## src/source/mem_params.svh

```systemverilog
`ifndef MEM_PARAMS_SVH
`define MEM_PARAMS_SVH

// data path
`define MEM_ADDR_W 32
`define MEM_DATA_W 64
`define MEM_STRB_W 8             // one strobe per byte

// direct-mapped cache, one doubleword per line
`define DC_LINES 16
`define DC_IDX_W 4               // address bits 6:3
`define DC_TAG_W 25              // address bits 31:7

// clint registers
`define CLINT_MTIME_ADDR    32'h0200_0000
`define CLINT_MTIMECMP_ADDR 32'h0200_4000

`endif

```

## src/source/mem_bus_pkg.sv

```systemverilog
`include "mem_params.svh"

package mem_bus_pkg;

    typedef struct packed {
        logic [`MEM_ADDR_W-1:0] paddr;
        logic                   psel;
        logic                   penable;
        logic                   pwrite;
        logic [`MEM_DATA_W-1:0] pwdata;
        logic [`MEM_STRB_W-1:0] pstrb;
    } apb_req_t;

    typedef struct packed {
        logic [`MEM_DATA_W-1:0] prdata;
        logic                   pready;
    } apb_rsp_t;

    typedef enum logic [2:0] {
        dc_idle, dc_lookup, dc_setup, dc_access, dc_respond
    } dc_state_e;

endpackage

```

## src/source/mem_pipe_pkg.sv

```systemverilog
`include "mem_params.svh"

package mem_pipe_pkg;

    // low three bits are func3, bit 3 marks a store
    typedef enum logic [3:0] {
        op_lb  = 4'b0000,
        op_lh  = 4'b0001,
        op_lw  = 4'b0010,
        op_ld  = 4'b0011,
        op_lbu = 4'b0100,
        op_lhu = 4'b0101,
        op_lwu = 4'b0110,
        op_sb  = 4'b1000,
        op_sh  = 4'b1001,
        op_sw  = 4'b1010,
        op_sd  = 4'b1011
    } mem_op_e;

    typedef struct packed {
        logic [`MEM_ADDR_W-1:0] addr;
        logic [`MEM_DATA_W-1:0] wdata;
        mem_op_e                op;
        logic                   write;
        logic                   fence;
    } mem_req_t;

    // one array update, either a fill or a byte merge
    typedef struct packed {
        logic [`DC_IDX_W-1:0]   idx;
        logic [`DC_TAG_W-1:0]   tag;
        logic [`MEM_DATA_W-1:0] data;
        logic [`MEM_STRB_W-1:0] strb;
        logic                   fill;   // whole line from memory
        logic                   en;
    } line_wr_t;

endpackage

```

## src/source/clint_timer.sv

```systemverilog
`timescale 1ns/100ps
`include "mem_params.svh"

module clint_timer (
    input  logic                   clk,
    input  logic                   rst_n_i,
    input  logic                   en_i,
    input  logic                   sel_cmp_i,
    input  logic                   write_i,
    input  logic [`MEM_DATA_W-1:0] wdata_i,
    output logic [`MEM_DATA_W-1:0] rdata_o,
    output logic                   timer_irq_o
);

    logic [`MEM_DATA_W-1:0] mtime_q;
    logic [`MEM_DATA_W-1:0] mtime_d;
    logic [`MEM_DATA_W-1:0] cmp_q;
    logic [`MEM_DATA_W-1:0] cmp_d;
    logic                   wr;

    assign wr = en_i & write_i;

    always_comb begin
        mtime_d = mtime_q + 64'd1;              // free running
        cmp_d   = cmp_q;
        if (wr && !sel_cmp_i) begin
            mtime_d = wdata_i;
        end
        if (wr && sel_cmp_i) begin
            cmp_d = wdata_i;
        end
    end

    always_ff @(posedge clk or negedge rst_n_i) begin
        if (!rst_n_i) begin
            mtime_q     <= '0;
            cmp_q       <= '1;                  // no interrupt until programmed
            timer_irq_o <= 1'b0;
        end else begin
            mtime_q     <= mtime_d;
            cmp_q       <= cmp_d;
            timer_irq_o <= mtime_d >= cmp_d;     // tracks the new compare value
        end
    end

    assign rdata_o = sel_cmp_i ? cmp_q : mtime_q;

    assert property (@(posedge clk) disable iff (!rst_n_i)
        (wr && sel_cmp_i && wdata_i == '1) |=> !timer_irq_o)
        else $error("timer_irq_o set after mtimecmp cleared to all ones");

endmodule

```

## src/source/dcache_array.sv

```systemverilog
`timescale 1ns/100ps
`include "mem_params.svh"

module dcache_array (
    input  logic                   clk,
    input  logic                   rst_n_i,
    input  logic [`DC_IDX_W-1:0]   idx_i,
    output logic [`DC_TAG_W-1:0]   tag_o,
    output logic                   valid_o,
    output logic [`MEM_DATA_W-1:0] data_o,
    input  mem_pipe_pkg::line_wr_t wr_i,
    input  logic                   inv_i
);

    logic [`DC_TAG_W-1:0]   tag_q  [`DC_LINES];
    logic [`MEM_DATA_W-1:0] data_q [`DC_LINES];
    logic [`DC_LINES-1:0]   valid_q;

    // combinational read
    assign tag_o   = tag_q[idx_i];
    assign valid_o = valid_q[idx_i];
    assign data_o  = data_q[idx_i];

    always_ff @(posedge clk or negedge rst_n_i) begin
        if (!rst_n_i) begin
            valid_q <= '0;
        end else if (inv_i) begin
            valid_q <= '0;                      // fence drops every line
        end else if (wr_i.en && wr_i.fill) begin
            valid_q[wr_i.idx] <= 1'b1;
        end
    end

    // a fill carries all strobes, a merge only the stored bytes
    always_ff @(posedge clk) begin
        if (wr_i.en) begin
            if (wr_i.fill) begin
                tag_q[wr_i.idx] <= wr_i.tag;
            end
            for (int b = 0; b < `MEM_STRB_W; b++) begin
                if (wr_i.strb[b]) begin
                    data_q[wr_i.idx][8*b +: 8] <= wr_i.data[8*b +: 8];
                end
            end
        end
    end

endmodule

```

## src/source/dcache_ctrl.sv

```systemverilog
`timescale 1ns/100ps
`include "mem_params.svh"

module dcache_ctrl (
    input  logic                   clk,
    input  logic                   rst_n_i,
    input  logic                   req_valid_i,
    input  mem_pipe_pkg::mem_req_t req_i,
    output logic                   req_ready_o,
    output logic [`MEM_DATA_W-1:0] rdata_o,
    output logic [`DC_IDX_W-1:0]   arr_idx_o,
    input  logic [`DC_TAG_W-1:0]   arr_tag_i,
    input  logic                   arr_valid_i,
    input  logic [`MEM_DATA_W-1:0] arr_data_i,
    output mem_pipe_pkg::line_wr_t arr_wr_o,
    output logic                   arr_inv_o,
    output mem_bus_pkg::apb_req_t  apb_req_o,
    input  mem_bus_pkg::apb_rsp_t  apb_rsp_i,
    output logic [63:0]            cache_hit_o,
    output logic [63:0]            cache_miss_o
);

    mem_bus_pkg::dc_state_e state_q;
    mem_bus_pkg::dc_state_e state_d;
    mem_pipe_pkg::mem_req_t req_q;
    logic                   hit_q;      // lookup result kept for the store merge
    logic [`DC_TAG_W-1:0]   req_tag;
    logic                   hit;
    logic                   is_load;
    logic                   done;
    logic [`MEM_STRB_W-1:0] strb;

    assign req_tag   = req_q.addr[`MEM_ADDR_W-1:`MEM_ADDR_W-`DC_TAG_W];
    assign arr_idx_o = req_q.addr[`DC_IDX_W+2:3];
    assign hit       = arr_valid_i & (arr_tag_i == req_tag);
    assign is_load   = ~req_q.write & ~req_q.fence;
    assign done      = (state_q == mem_bus_pkg::dc_access) & apb_rsp_i.pready;

    always_comb begin
        case (req_q.op)
            mem_pipe_pkg::op_sb: strb = 8'h01 << req_q.addr[2:0];
            mem_pipe_pkg::op_sh: strb = 8'h03 << req_q.addr[2:0];
            mem_pipe_pkg::op_sw: strb = 8'h0f << req_q.addr[2:0];
            default:             strb = 8'hff;
        endcase
    end

    always_comb begin
        state_d = state_q;
        case (state_q)
            mem_bus_pkg::dc_idle: begin
                if (req_valid_i) begin
                    state_d = mem_bus_pkg::dc_lookup;
                end
            end
            mem_bus_pkg::dc_lookup: begin
                // fence and load hit finish locally, the rest go out on apb
                if (req_q.fence || (is_load && hit)) begin
                    state_d = mem_bus_pkg::dc_respond;
                end else begin
                    state_d = mem_bus_pkg::dc_setup;
                end
            end
            mem_bus_pkg::dc_setup:  state_d = mem_bus_pkg::dc_access;
            mem_bus_pkg::dc_access: begin
                if (apb_rsp_i.pready) begin
                    state_d = mem_bus_pkg::dc_respond;
                end
            end
            default: state_d = mem_bus_pkg::dc_idle;     // respond
        endcase
    end

    always_ff @(posedge clk or negedge rst_n_i) begin
        if (!rst_n_i) begin
            state_q      <= mem_bus_pkg::dc_idle;
            hit_q        <= 1'b0;
            cache_hit_o  <= '0;
            cache_miss_o <= '0;
        end else begin
            state_q <= state_d;
            if (state_q == mem_bus_pkg::dc_lookup) begin
                hit_q <= hit;
                if (is_load && hit) begin
                    cache_hit_o <= cache_hit_o + 64'd1;
                end else if (is_load) begin
                    cache_miss_o <= cache_miss_o + 64'd1;
                end
            end
        end
    end

    always_ff @(posedge clk) begin
        if (state_q == mem_bus_pkg::dc_idle && req_valid_i) begin
            req_q <= req_i;
        end
    end

    assign arr_inv_o = (state_q == mem_bus_pkg::dc_lookup) & req_q.fence;

    // fill on a load miss, merge on a store hit, in the pready cycle
    always_comb begin
        arr_wr_o.idx  = arr_idx_o;
        arr_wr_o.tag  = req_tag;
        arr_wr_o.data = req_q.write ? req_q.wdata : apb_rsp_i.prdata;
        arr_wr_o.strb = req_q.write ? strb : '1;
        arr_wr_o.fill = ~req_q.write;
        arr_wr_o.en   = done & (~req_q.write | hit_q);
    end

    always_comb begin
        apb_req_o.paddr   = {req_q.addr[`MEM_ADDR_W-1:3], 3'b000};
        apb_req_o.psel    = (state_q == mem_bus_pkg::dc_setup) |
                            (state_q == mem_bus_pkg::dc_access);
        apb_req_o.penable = state_q == mem_bus_pkg::dc_access;
        apb_req_o.pwrite  = req_q.write;
        apb_req_o.pwdata  = req_q.wdata;
        apb_req_o.pstrb   = req_q.write ? strb : '0;
    end

    assign req_ready_o = state_q == mem_bus_pkg::dc_respond;
    assign rdata_o     = arr_data_i;            // line already filled by respond

    assert property (@(posedge clk) disable iff (!rst_n_i)
        apb_req_o.penable |-> apb_req_o.psel)
        else $error("penable without psel");

    assert property (@(posedge clk) disable iff (!rst_n_i)
        (apb_req_o.psel && !apb_rsp_i.pready) |=> $stable(apb_req_o.paddr))
        else $error("paddr changed during an apb transfer");

endmodule

```

## src/source/mem_stage.sv

```systemverilog
`timescale 1ns/100ps
`include "mem_params.svh"

module mem_stage (
    input  logic                   clk,
    input  logic                   rst_n_i,
    input  logic                   mem_valid_i,
    input  mem_pipe_pkg::mem_req_t mem_req_i,
    output logic                   mem_ready_o,
    output logic [`MEM_DATA_W-1:0] mem_rdata_o,
    output logic                   dc_valid_o,
    output mem_pipe_pkg::mem_req_t dc_req_o,
    input  logic                   dc_ready_i,
    input  logic [`MEM_DATA_W-1:0] dc_rdata_i,
    output logic                   tmr_en_o,
    output logic                   tmr_sel_cmp_o,
    output logic                   tmr_write_o,
    output logic [`MEM_DATA_W-1:0] tmr_wdata_o,
    input  logic [`MEM_DATA_W-1:0] tmr_rdata_i
);

    logic                   is_mtime;
    logic                   is_cmp;
    logic                   is_tmr;
    logic                   tmr_rdy_q;
    logic [5:0]             lane_sh;
    logic [`MEM_DATA_W-1:0] wdata_sh;
    logic [`MEM_DATA_W-1:0] raw;
    logic [`MEM_DATA_W-1:0] lane;

    // clint decode, a fence always goes to the cache
    assign is_mtime = mem_req_i.addr == `CLINT_MTIME_ADDR;
    assign is_cmp   = mem_req_i.addr == `CLINT_MTIMECMP_ADDR;
    assign is_tmr   = (is_mtime | is_cmp) & ~mem_req_i.fence;

    assign lane_sh  = {mem_req_i.addr[2:0], 3'b000};   // byte offset in bits
    assign wdata_sh = mem_req_i.wdata << lane_sh;

    always_comb begin
        dc_req_o       = mem_req_i;
        dc_req_o.wdata = wdata_sh;      // store data on its byte lane
    end
    assign dc_valid_o = mem_valid_i & ~is_tmr;

    // exactly one timer access per request
    assign tmr_en_o      = mem_valid_i & is_tmr & ~tmr_rdy_q;
    assign tmr_sel_cmp_o = is_cmp;
    assign tmr_write_o   = mem_req_i.write;
    assign tmr_wdata_o   = wdata_sh;

    always_ff @(posedge clk or negedge rst_n_i) begin
        if (!rst_n_i) begin
            tmr_rdy_q <= 1'b0;
        end else begin
            tmr_rdy_q <= tmr_en_o;
        end
    end

    assign mem_ready_o = tmr_rdy_q | dc_ready_i;

    // pick the addressed lane, then extend
    assign raw  = tmr_rdy_q ? tmr_rdata_i : dc_rdata_i;
    assign lane = raw >> lane_sh;

    always_comb begin
        case (mem_req_i.op)
            mem_pipe_pkg::op_lb:  mem_rdata_o = {{56{lane[7]}}, lane[7:0]};
            mem_pipe_pkg::op_lh:  mem_rdata_o = {{48{lane[15]}}, lane[15:0]};
            mem_pipe_pkg::op_lw:  mem_rdata_o = {{32{lane[31]}}, lane[31:0]};
            mem_pipe_pkg::op_ld:  mem_rdata_o = lane;
            mem_pipe_pkg::op_lbu: mem_rdata_o = {56'b0, lane[7:0]};
            mem_pipe_pkg::op_lhu: mem_rdata_o = {48'b0, lane[15:0]};
            mem_pipe_pkg::op_lwu: mem_rdata_o = {32'b0, lane[31:0]};
            default:              mem_rdata_o = '0;   // stores return nothing
        endcase
    end

    // ready from cache or timer only answers a held request
    assert property (@(posedge clk) disable iff (!rst_n_i) mem_ready_o |-> mem_valid_i)
        else $error("mem_ready_o without mem_valid_i");

endmodule

```

## src/source/mem_top.sv

```systemverilog
`timescale 1ns/100ps
`include "mem_params.svh"

module mem_top (
    input  logic                   clk,
    input  logic                   rst_n_i,
    input  logic                   mem_valid_i,
    input  mem_pipe_pkg::mem_req_t mem_req_i,
    output logic                   mem_ready_o,
    output logic [`MEM_DATA_W-1:0] mem_rdata_o,
    output mem_bus_pkg::apb_req_t  apb_req_o,
    input  mem_bus_pkg::apb_rsp_t  apb_rsp_i,
    output logic                   timer_irq_o,
    output logic [63:0]            cache_hit_o,
    output logic [63:0]            cache_miss_o
);

    // stage to cache
    logic                   dc_valid;
    mem_pipe_pkg::mem_req_t dc_req;
    logic                   dc_ready;
    logic [`MEM_DATA_W-1:0] dc_rdata;
    // stage to timer
    logic                   tmr_en;
    logic                   tmr_sel_cmp;
    logic                   tmr_write;
    logic [`MEM_DATA_W-1:0] tmr_wdata;
    logic [`MEM_DATA_W-1:0] tmr_rdata;
    // controller to array
    logic [`DC_IDX_W-1:0]   arr_idx;
    logic [`DC_TAG_W-1:0]   arr_tag;
    logic                   arr_valid;
    logic [`MEM_DATA_W-1:0] arr_data;
    mem_pipe_pkg::line_wr_t arr_wr;
    logic                   arr_inv;

    mem_stage i_stage (
        .clk, .rst_n_i, .mem_valid_i, .mem_req_i, .mem_ready_o, .mem_rdata_o,
        .dc_valid_o    (dc_valid),
        .dc_req_o      (dc_req),
        .dc_ready_i    (dc_ready),
        .dc_rdata_i    (dc_rdata),
        .tmr_en_o      (tmr_en),
        .tmr_sel_cmp_o (tmr_sel_cmp),
        .tmr_write_o   (tmr_write),
        .tmr_wdata_o   (tmr_wdata),
        .tmr_rdata_i   (tmr_rdata)
    );

    dcache_ctrl i_dcache_ctrl (
        .clk, .rst_n_i, .apb_req_o, .apb_rsp_i, .cache_hit_o, .cache_miss_o,
        .req_valid_i (dc_valid),
        .req_i       (dc_req),
        .req_ready_o (dc_ready),
        .rdata_o     (dc_rdata),
        .arr_idx_o   (arr_idx),
        .arr_tag_i   (arr_tag),
        .arr_valid_i (arr_valid),
        .arr_data_i  (arr_data),
        .arr_wr_o    (arr_wr),
        .arr_inv_o   (arr_inv)
    );

    dcache_array i_dcache_array (
        .clk, .rst_n_i,
        .idx_i   (arr_idx),
        .tag_o   (arr_tag),
        .valid_o (arr_valid),
        .data_o  (arr_data),
        .wr_i    (arr_wr),
        .inv_i   (arr_inv)
    );

    clint_timer i_clint_timer (
        .clk, .rst_n_i, .timer_irq_o,
        .en_i      (tmr_en),
        .sel_cmp_i (tmr_sel_cmp),
        .write_i   (tmr_write),
        .wdata_i   (tmr_wdata),
        .rdata_o   (tmr_rdata)
    );

endmodule

```

## config.mk

```make
export PLATFORM = sky130hd
export DESIGN_NAME = mem_top
export DESIGN_NICKNAME = d
export VERILOG_FILES = /design/src/source/mem_bus_pkg.sv /design/src/source/mem_pipe_pkg.sv /design/src/source/clint_timer.sv /design/src/source/dcache_array.sv /design/src/source/dcache_ctrl.sv /design/src/source/mem_stage.sv /design/src/source/mem_top.sv
export VERILOG_INCLUDE_DIRS = /design/src /design/src/source
export SDC_FILE = /design/constraint.sdc
export NUM_CORES = 2
export LEC_CHECK = 0
export ABC_CLOCK_PERIOD_IN_PS = 5100
export BUFFER_PORTS_ARGS = -buffer_cell sky130_fd_sc_hd__buf_2
export CORE_MARGIN = 5
export CORE_UTILIZATION = 61
export DETAILED_ROUTE_END_ITERATION = 16
export PLACE_DENSITY_LB_ADDON = 0.08
export SYNTH_ARGS = -nofsm -noshare
export SYNTH_HDL_FRONTEND = slang
export SYNTH_SLANG_ARGS = --single-unit
```

## constraint.sdc

```tcl
create_clock -name clk -period 5.1 [get_ports clk]
set_input_delay 1.02 -clock clk [delete_from_list [all_inputs] [get_ports clk]]
set_output_delay 1.02 -clock clk [all_outputs]
set_load 0.03 [all_outputs]
```

# Word-level counts from Yosys, hierarchy flattened
# Memories as Yosys holds them, arrays and structs flattened. A register that Yosys moved wholly into a read port is not among the register bits.
# Cells that the tools add are included.
[totals]
inputBits = 170
register_bits = 380
wordCells = 128
n_memories = 2
ramBits = 1424
output_inout_bits = 301
[classes]
shift = 5
muxes = 48
add_sub_neg = 3
n_lt_le_gt_ge = 3
n_reduce_logical = 14
bitwise = 21
n_eq_ne = 18
[mem_list]
columns = ["name", "words", "width", "read_ports", "rd_ports_with_merged_regs", "write_ports", "line_no", "rtl"]
rows = [
  ["i_dcache_array.data_q", 16, 64, 1, 1, 1, "dcache_array.sv:16", "logic [`MEM_DATA_W-1:0] data_q [`DC_LINES];"],
  ["i_dcache_array.tag_q", 16, 25, 1, 1, 1, "dcache_array.sv:15", "logic [`DC_TAG_W-1:0] tag_q [`DC_LINES];"],
]
[op_table]
columns = ["cell", "n"]
rows = [
  ["case mux 64 bit (7 select lines)", 1],
  ["2-to-1 mux 64 bit", 5],
  ["adder 64 x 1 -> 64 bit, second input constant", 3],
  ["equality test 32 x 26 -> 1 bit, second input constant", 2],
  ["greater-or-equal comparator 64 bit", 1],
  ["<< shifter 64 x 6 -> 64 bit", 1],
  [">> shifter 64 x 6 -> 64 bit", 1],
  ["2-to-1 mux 16 bit", 2],
  ["2-to-1 mux 1 bit", 29],
  ["equality test 25 bit", 1],
  ["case mux 8 bit (3 select lines)", 1],
  ["2-to-1 mux 8 bit", 2],
  ["OR 16 bit", 1],
  ["equality test 4 x 3 -> 1 bit, second input constant", 3],
  ["equality test 4 bit, second input constant", 3],
  ["case mux 3 bit (4 select lines)", 1],
  ["AND 1 bit", 10],
  ["2-to-1 mux 3 bit", 3],
  ["equality test 4 x 2 -> 1 bit, second input constant", 2],
  ["2-to-1 mux 4 bit", 2],
  ["<< shifter 1 x 3 -> 8 bit, first input constant", 1],
  ["<< shifter 2 x 3 -> 8 bit, first input constant", 1],
  ["<< shifter 4 x 3 -> 8 bit, first input constant", 1],
  ["equality test 3 x 2 -> 1 bit, second input constant", 2],
  ["18 further kinds", 33],
]

# Longest topological paths before layout
[depth]
ltp_word = 9
mapped_depth = 22
mapped_depth_nobuf = 19

# By module
# From an unflattened synthesis, not the netlist that was laid out.
[hier_totals]
cells_unflattened = 5128
area_unflattened_um2 = 81460.6
[modules_own_cells]
columns = ["module", "area_per_inst_um2", "instances", "seq_area_each_um2", "cells_per_inst"]
rows = [
  ["dcache_array", 54542.3, 1, 43161.4, 2421],
  ["dcache_ctrl", 12468.2, 1, 6366.1, 1117],
  ["clint_timer", 8284.2, 1, 3308.2, 832],
  ["mem_stage", 6165.9, 1, 25.0, 758],
]

# Worst setup path after synthesis
# Ideal clock, no wire load.
[synth_path]
kind = "in2reg"
from = "input mem_req_i[71] (netlist bit)"
to = "register i_clint_timer.timer_irq_o"
setup_slack_ps = -626
n_path_buf = 6
t_required_ps = 4951
arrival_ps = 5577
stages = 21
setup_ps = 149
path_cell_list = "buf_2 > nor3_1 > nand4_1 > nor3_1 > buf_2 > buf_2 > buf_1 > nand3_1 > clkbuf_1 > buf_1 > mux2_2 > ha_1 > nand2b_1 > a21o_1 > a21o_1 > a21o_1 > a21o_1 > a21o_1 > a2111o_1 > a211oi_1 > o311ai_0"
[synth_between]
elab_chain_len = 9
word_cells_on_any_way = 14
cone_classes = "1 x order compare; 2 x eq/ne; 1 x shift; 2 x mux; 5 x bitwise; 3 x reduce/logical"
[synth_rtl]
columns = ["element", "line_no", "rtl"]
rows = [
  ["start, declared", "mem_top.sv:8", "input mem_pipe_pkg::mem_req_t mem_req_i,"],
  ["equality test 32 x 26 -> 1 bit (no source line)", "-", ""],
  ["OR 1 bit", "mem_stage.sv:34", "assign is_tmr = (is_mtime | is_cmp) & ~mem_req_i.fence;"],
  ["AND 1 bit", "mem_stage.sv:34", ""],
  ["AND 1 bit (2 in series)", "mem_stage.sv:46", "assign tmr_en_o = mem_valid_i & is_tmr & ~tmr_rdy_q;"],
  ["AND 1 bit", "clint_timer.sv:21", "assign wr = en_i & write_i;"],
  ["logical AND 1 bit", "clint_timer.sv:29", "if (wr && sel_cmp_i) begin"],
  ["2-to-1 mux 64 bit (*)", "clint_timer.sv:29", ""],
  ["via i_clint_timer.cmp_d[0]", "clint_timer.sv:18", "logic [`MEM_DATA_W-1:0] cmp_d;"],
  ["greater-or-equal comparator 64 bit (*)", "clint_timer.sv:42", "timer_irq_o <= mtime_d >= cmp_d;"],
  ["end signal, assigned", "clint_timer.sv:42", ""],
  ["end, declared", "clint_timer.sv:12", "output logic timer_irq_o"],
]
# The timed path passes the listed nets; every way through them passes the cells marked *.
# A chain may end at the register's enable or synchronous reset.

# Final worst setup path
[layout_path]
from = "input mem_req_i[88] (netlist bit)"
to = "output mem_rdata_o[62]"
[layout_between]
elab_chain_len = 5
[layout_rtl]
columns = ["element", "line_no", "rtl"]
rows = [
  ["equality test 32 x 26 -> 1 bit (no source line)", "-", ""],
  ["2-to-1 mux 64 bit", "clint_timer.sv:46", "assign rdata_o = sel_cmp_i ? cmp_q : mtime_q;"],
  ["2-to-1 mux 64 bit", "mem_stage.sv:62", "assign raw = tmr_rdy_q ? tmr_rdata_i : dc_rdata_i;"],
  [">> shifter 64 x 6 -> 64 bit", "mem_stage.sv:63", "assign lane = raw >> lane_sh;"],
  ["case mux 64 bit (7 select lines)", "mem_stage.sv:66", "case (mem_req_i.op)"],
  ["end, declared", "mem_top.sv:10", "output logic [`MEM_DATA_W-1:0] mem_rdata_o,"],
]
# Every way passes these cells.

==> results.ini <==
[synth]
seq_area_frac_synth_pct=66.7
ys_ff_latch=1808
post-synth-top-count-cell=edfxtp_1
synth_edf_count=1526
synth_top_area_share_pct=57.7
synth_area_sq_mm=0.0794
synthCells=4880
ys.flop_type=edfxtp_1
synth_largest_area_cell=edfxtp_1
synth_common_cells=1526 x edfxtp_1, 391 x mux4_2, 377 x nor2_1
synth_area_leaders=edfxtp_1 58%, mux4_2 11%, dfrtp_1 6.7%
synthArstFlopShare_pct=15.4
ys_types=79
syn_area_per_cell_sq_um=16.3
synth_warnings=0

[die]
die_w_um=371
num_rows=132
floorplan.initialDensity_pct=61.3
die_area_sq_mm=0.137
core_sq_mm=0.129
pin_count=471
die_y_um=371

[sta]
worst_pin_slew_ps=1340
period_needed_ps=5680
rsz0062_at_grt=yes
layout_setup_ws_ps=-580
fin_tns_setup_ps=-27200
max_slew_margin_pct=10.1
final-setup-viol-count=64
finalCritPeriodShare_pct=111
hold_viol=0
max_freq_mhz=176
maxSlewViolCount=0
skew_ps=31.7

[global_routing]
grt_antenna_before_repair=17
grt_pass1_wl_mm=338
grtUsageTotal_pct=34.5
grt.overflow.total=0
grt_max_degree=105
grt_pass1_vias=47800

[power]
power.share.clock_pct=30.9
p_leak_uw=0.0344
p_seq_share_pct=41.2
p_sw_uw=12800
p_comb_share_pct=28.0
vdd_drop_max_mv=0.487
swShare_pct=30.4
internal_power_uw=29400
powerDensity_mw_per_mm2=450

[worst_setup_path]
critPathMaxStageDelay_ps=510
cp_max_fo=6
crit_required_ps=4080
path_class=input port to primary output
cp_cell_sequence=buf_2 -> nor4_4 -> buf_4 -> nand4_1 -> buf_6 -> nor3_4 -> buf_12 -> mux2i_4 -> mux4_2 -> mux4_2 -> nor2b_4 -> a2111o_2 -> buf_12 -> clkbuf_16 -> nand3_1 -> buf_6
path_buf_inv=7
start_kind=input port
cp_slowest_cell=mux4_2
endpoint_kind=primary output
arrival_ps=4660
cp_top_family=buffers and inverters

[clocking]
cts_sinks=1808
cts_hold_buf=0
htreeDepth=4
cts-root-buf=clkbuf_16
path_clk_slew_ps=60
cts_made_buffers=178
cts_buffer_depth=3
cts_tree=yes
clock_latency_ps=820

[place]
hpwlAfterDp_mm=162
dpl.cell_count=7151
io_buffer_count=467
gp_congestion=0.981

[routing]
dr_total_vias=48800
drtAntennaViolNets=0
drtIter0Drc=6088
drc=0
wirelength_mm=237
vias_per_cell=6.47
drt-wirelength-per-cell_um=31.4
dr.pass1.iters=8

[final_layout]
nNetsFinal=5884
finalNonFillerCells=7544
area_delta_synth_final_pct=18.1
nFillCells=8266
drive_above_1_share_pct=34.4

[hold_path]
min_path_type=input port to asynchronous set/reset pin

[outcome]
status=complete, but fails checks
violations=setup timing

[job]
cap_violations=0

## state kept, by name, summed over array words and instances (netlist names), 8 cells and up, named ones only
| name | cells |
|---|---|
| i_dcache_array.data_q | 1024 |
| i_dcache_ctrl.cache_hit_o | 64 |
| i_dcache_array.tag_q | 400 |
| i_dcache_ctrl.apb_req_o | 94 |
| i_clint_timer.cmp_q | 64 |
| i_clint_timer.mtime_q | 64 |
| i_dcache_ctrl.req_q | 8 |
| i_dcache_array.valid_q | 16 |
| i_dcache_ctrl.cache_miss_o | 64 |
## per-stage QoR
step / hold slack (ps) / area [sq um] / utilization (%) / power [uW] / setup WS (ps)
2_1_floorplan: 459 / 79400 / - / 24000 / -244
3_3_place_gp: 452 / 85900 / 66.3 / 28200 / -864
3_5_place_dp: 453 / 85900 / 66.3 / 28400 / -988
4_1_cts: 244 / 93300 / 72.0 / 42000 / -493
5_1_grt: 304 / 93800 / 72.4 / 43400 / -659
6_report: 248 / 93800 / 72.4 / 42200 / -580
## final cells by class
type                            instances  area [sq um]  area share, %
Inverter                              124           472          0.503
Clock inverter                        101           927          0.989
Tap cell                             1742          2180           2.32
Antenna cell                            5          12.5         0.0133
Timing Repair Buffer                  947          7280           7.76
Sequential cell                      1808         53000           56.5
Multi-Input combinational cell       2588         25100           26.8
Clock buffer                          229          4820           5.15
## what timing repair did
item / 4_1_cts / 5_1_grt
pin swaps: 34 / 30
gates cloned: 6 / 4
buffers inserted: 46 / 13
setup endpoints to repair: 65 / 65
gates resized for setup: 313 / 91
## path summary, 6_finish.rpt
check | start | endpoint | slack [ps] | cells past startpoint
max reg2reg | i_clint_timer.mtime_q[15] | i_clint_timer.timer_irq_o | 260 | 19
min | rst_n_i | i_dcache_ctrl.cache_hit_o[10] | 250 | 1
max | mem_req_i[88] | mem_rdata_o[62] | -580 | 16
min in group clk | mem_req_i[98] | i_dcache_ctrl.apb_req_o[103] | 390 | 1
min reg2reg | i_dcache_ctrl.cache_hit_o[63] | i_dcache_ctrl.cache_hit_o[63] | 460 | 1
max in group asynchronous | rst_n_i | i_clint_timer.mtime_q[59] | 3700 | 2
## power by group through the flow
| stage | Sequential, uW | Clock (uW) | Combinational [uW] |
|---|---|---|---|
| CTS | 17300 | 13100 | 11500 |
| floorplan | 17400 | 0 | 6640 |
| finish | 17400 | 13000 | 11800 |
| global placement | 17600 | 0 | 10600 |
| global route | 17400 | 13800 | 12300 |
| detailed placement | 17600 | 0 | 10700 |
## metal layers
layer / track usage (%) / up-vias / share of wire [%]
met5: 0 / - / 0.027
met4: 11.6 / 10 / 3.8
met3: 9.14 / 459 / 12
met2: 51.1 / 2821 / 45
met1: 50.6 / 25100 / 39
li1: - / 20400 / -
## kinds of logic after synthesis
family,after synthesis,synth area share [%]
flops,1808,66.7
other cells,1,0.00472
fa+ha+maj,67,1.06
compound gates,470,3.78
simple gates,988,5.87
xor+xnor,224,2.47
mux,836,17.0
buf+inv,486,3.09
## layout by cell type, fill, tap and decap left out, types with 26 or more instances in the layout
cell type	count
and2_1	32
and3_1	35
xnor2_1	98
ha_1	67
mux2i_1	261
edfxtp_1	1526
clkbuf_16	187
a21oi_1	130
nand3_1	92
o21ai_0	44
nor4_1	28
dfrtp_1	213
buf_4	412
nor3_1	49
mux4_2	391
nand4_1	46
inv_1	118
buf_12	42
xor2_1	126
mux2_2	139
clkinv_1	34
clkbuf_1	41
clkinv_2	35
o21ai_2	26
nand2_1	217
nor2_1	356
buf_6	67
dfstp_2	64
buf_2	398
a21o_1	43
No activity file was read; power rests on OpenSTA's default activity.
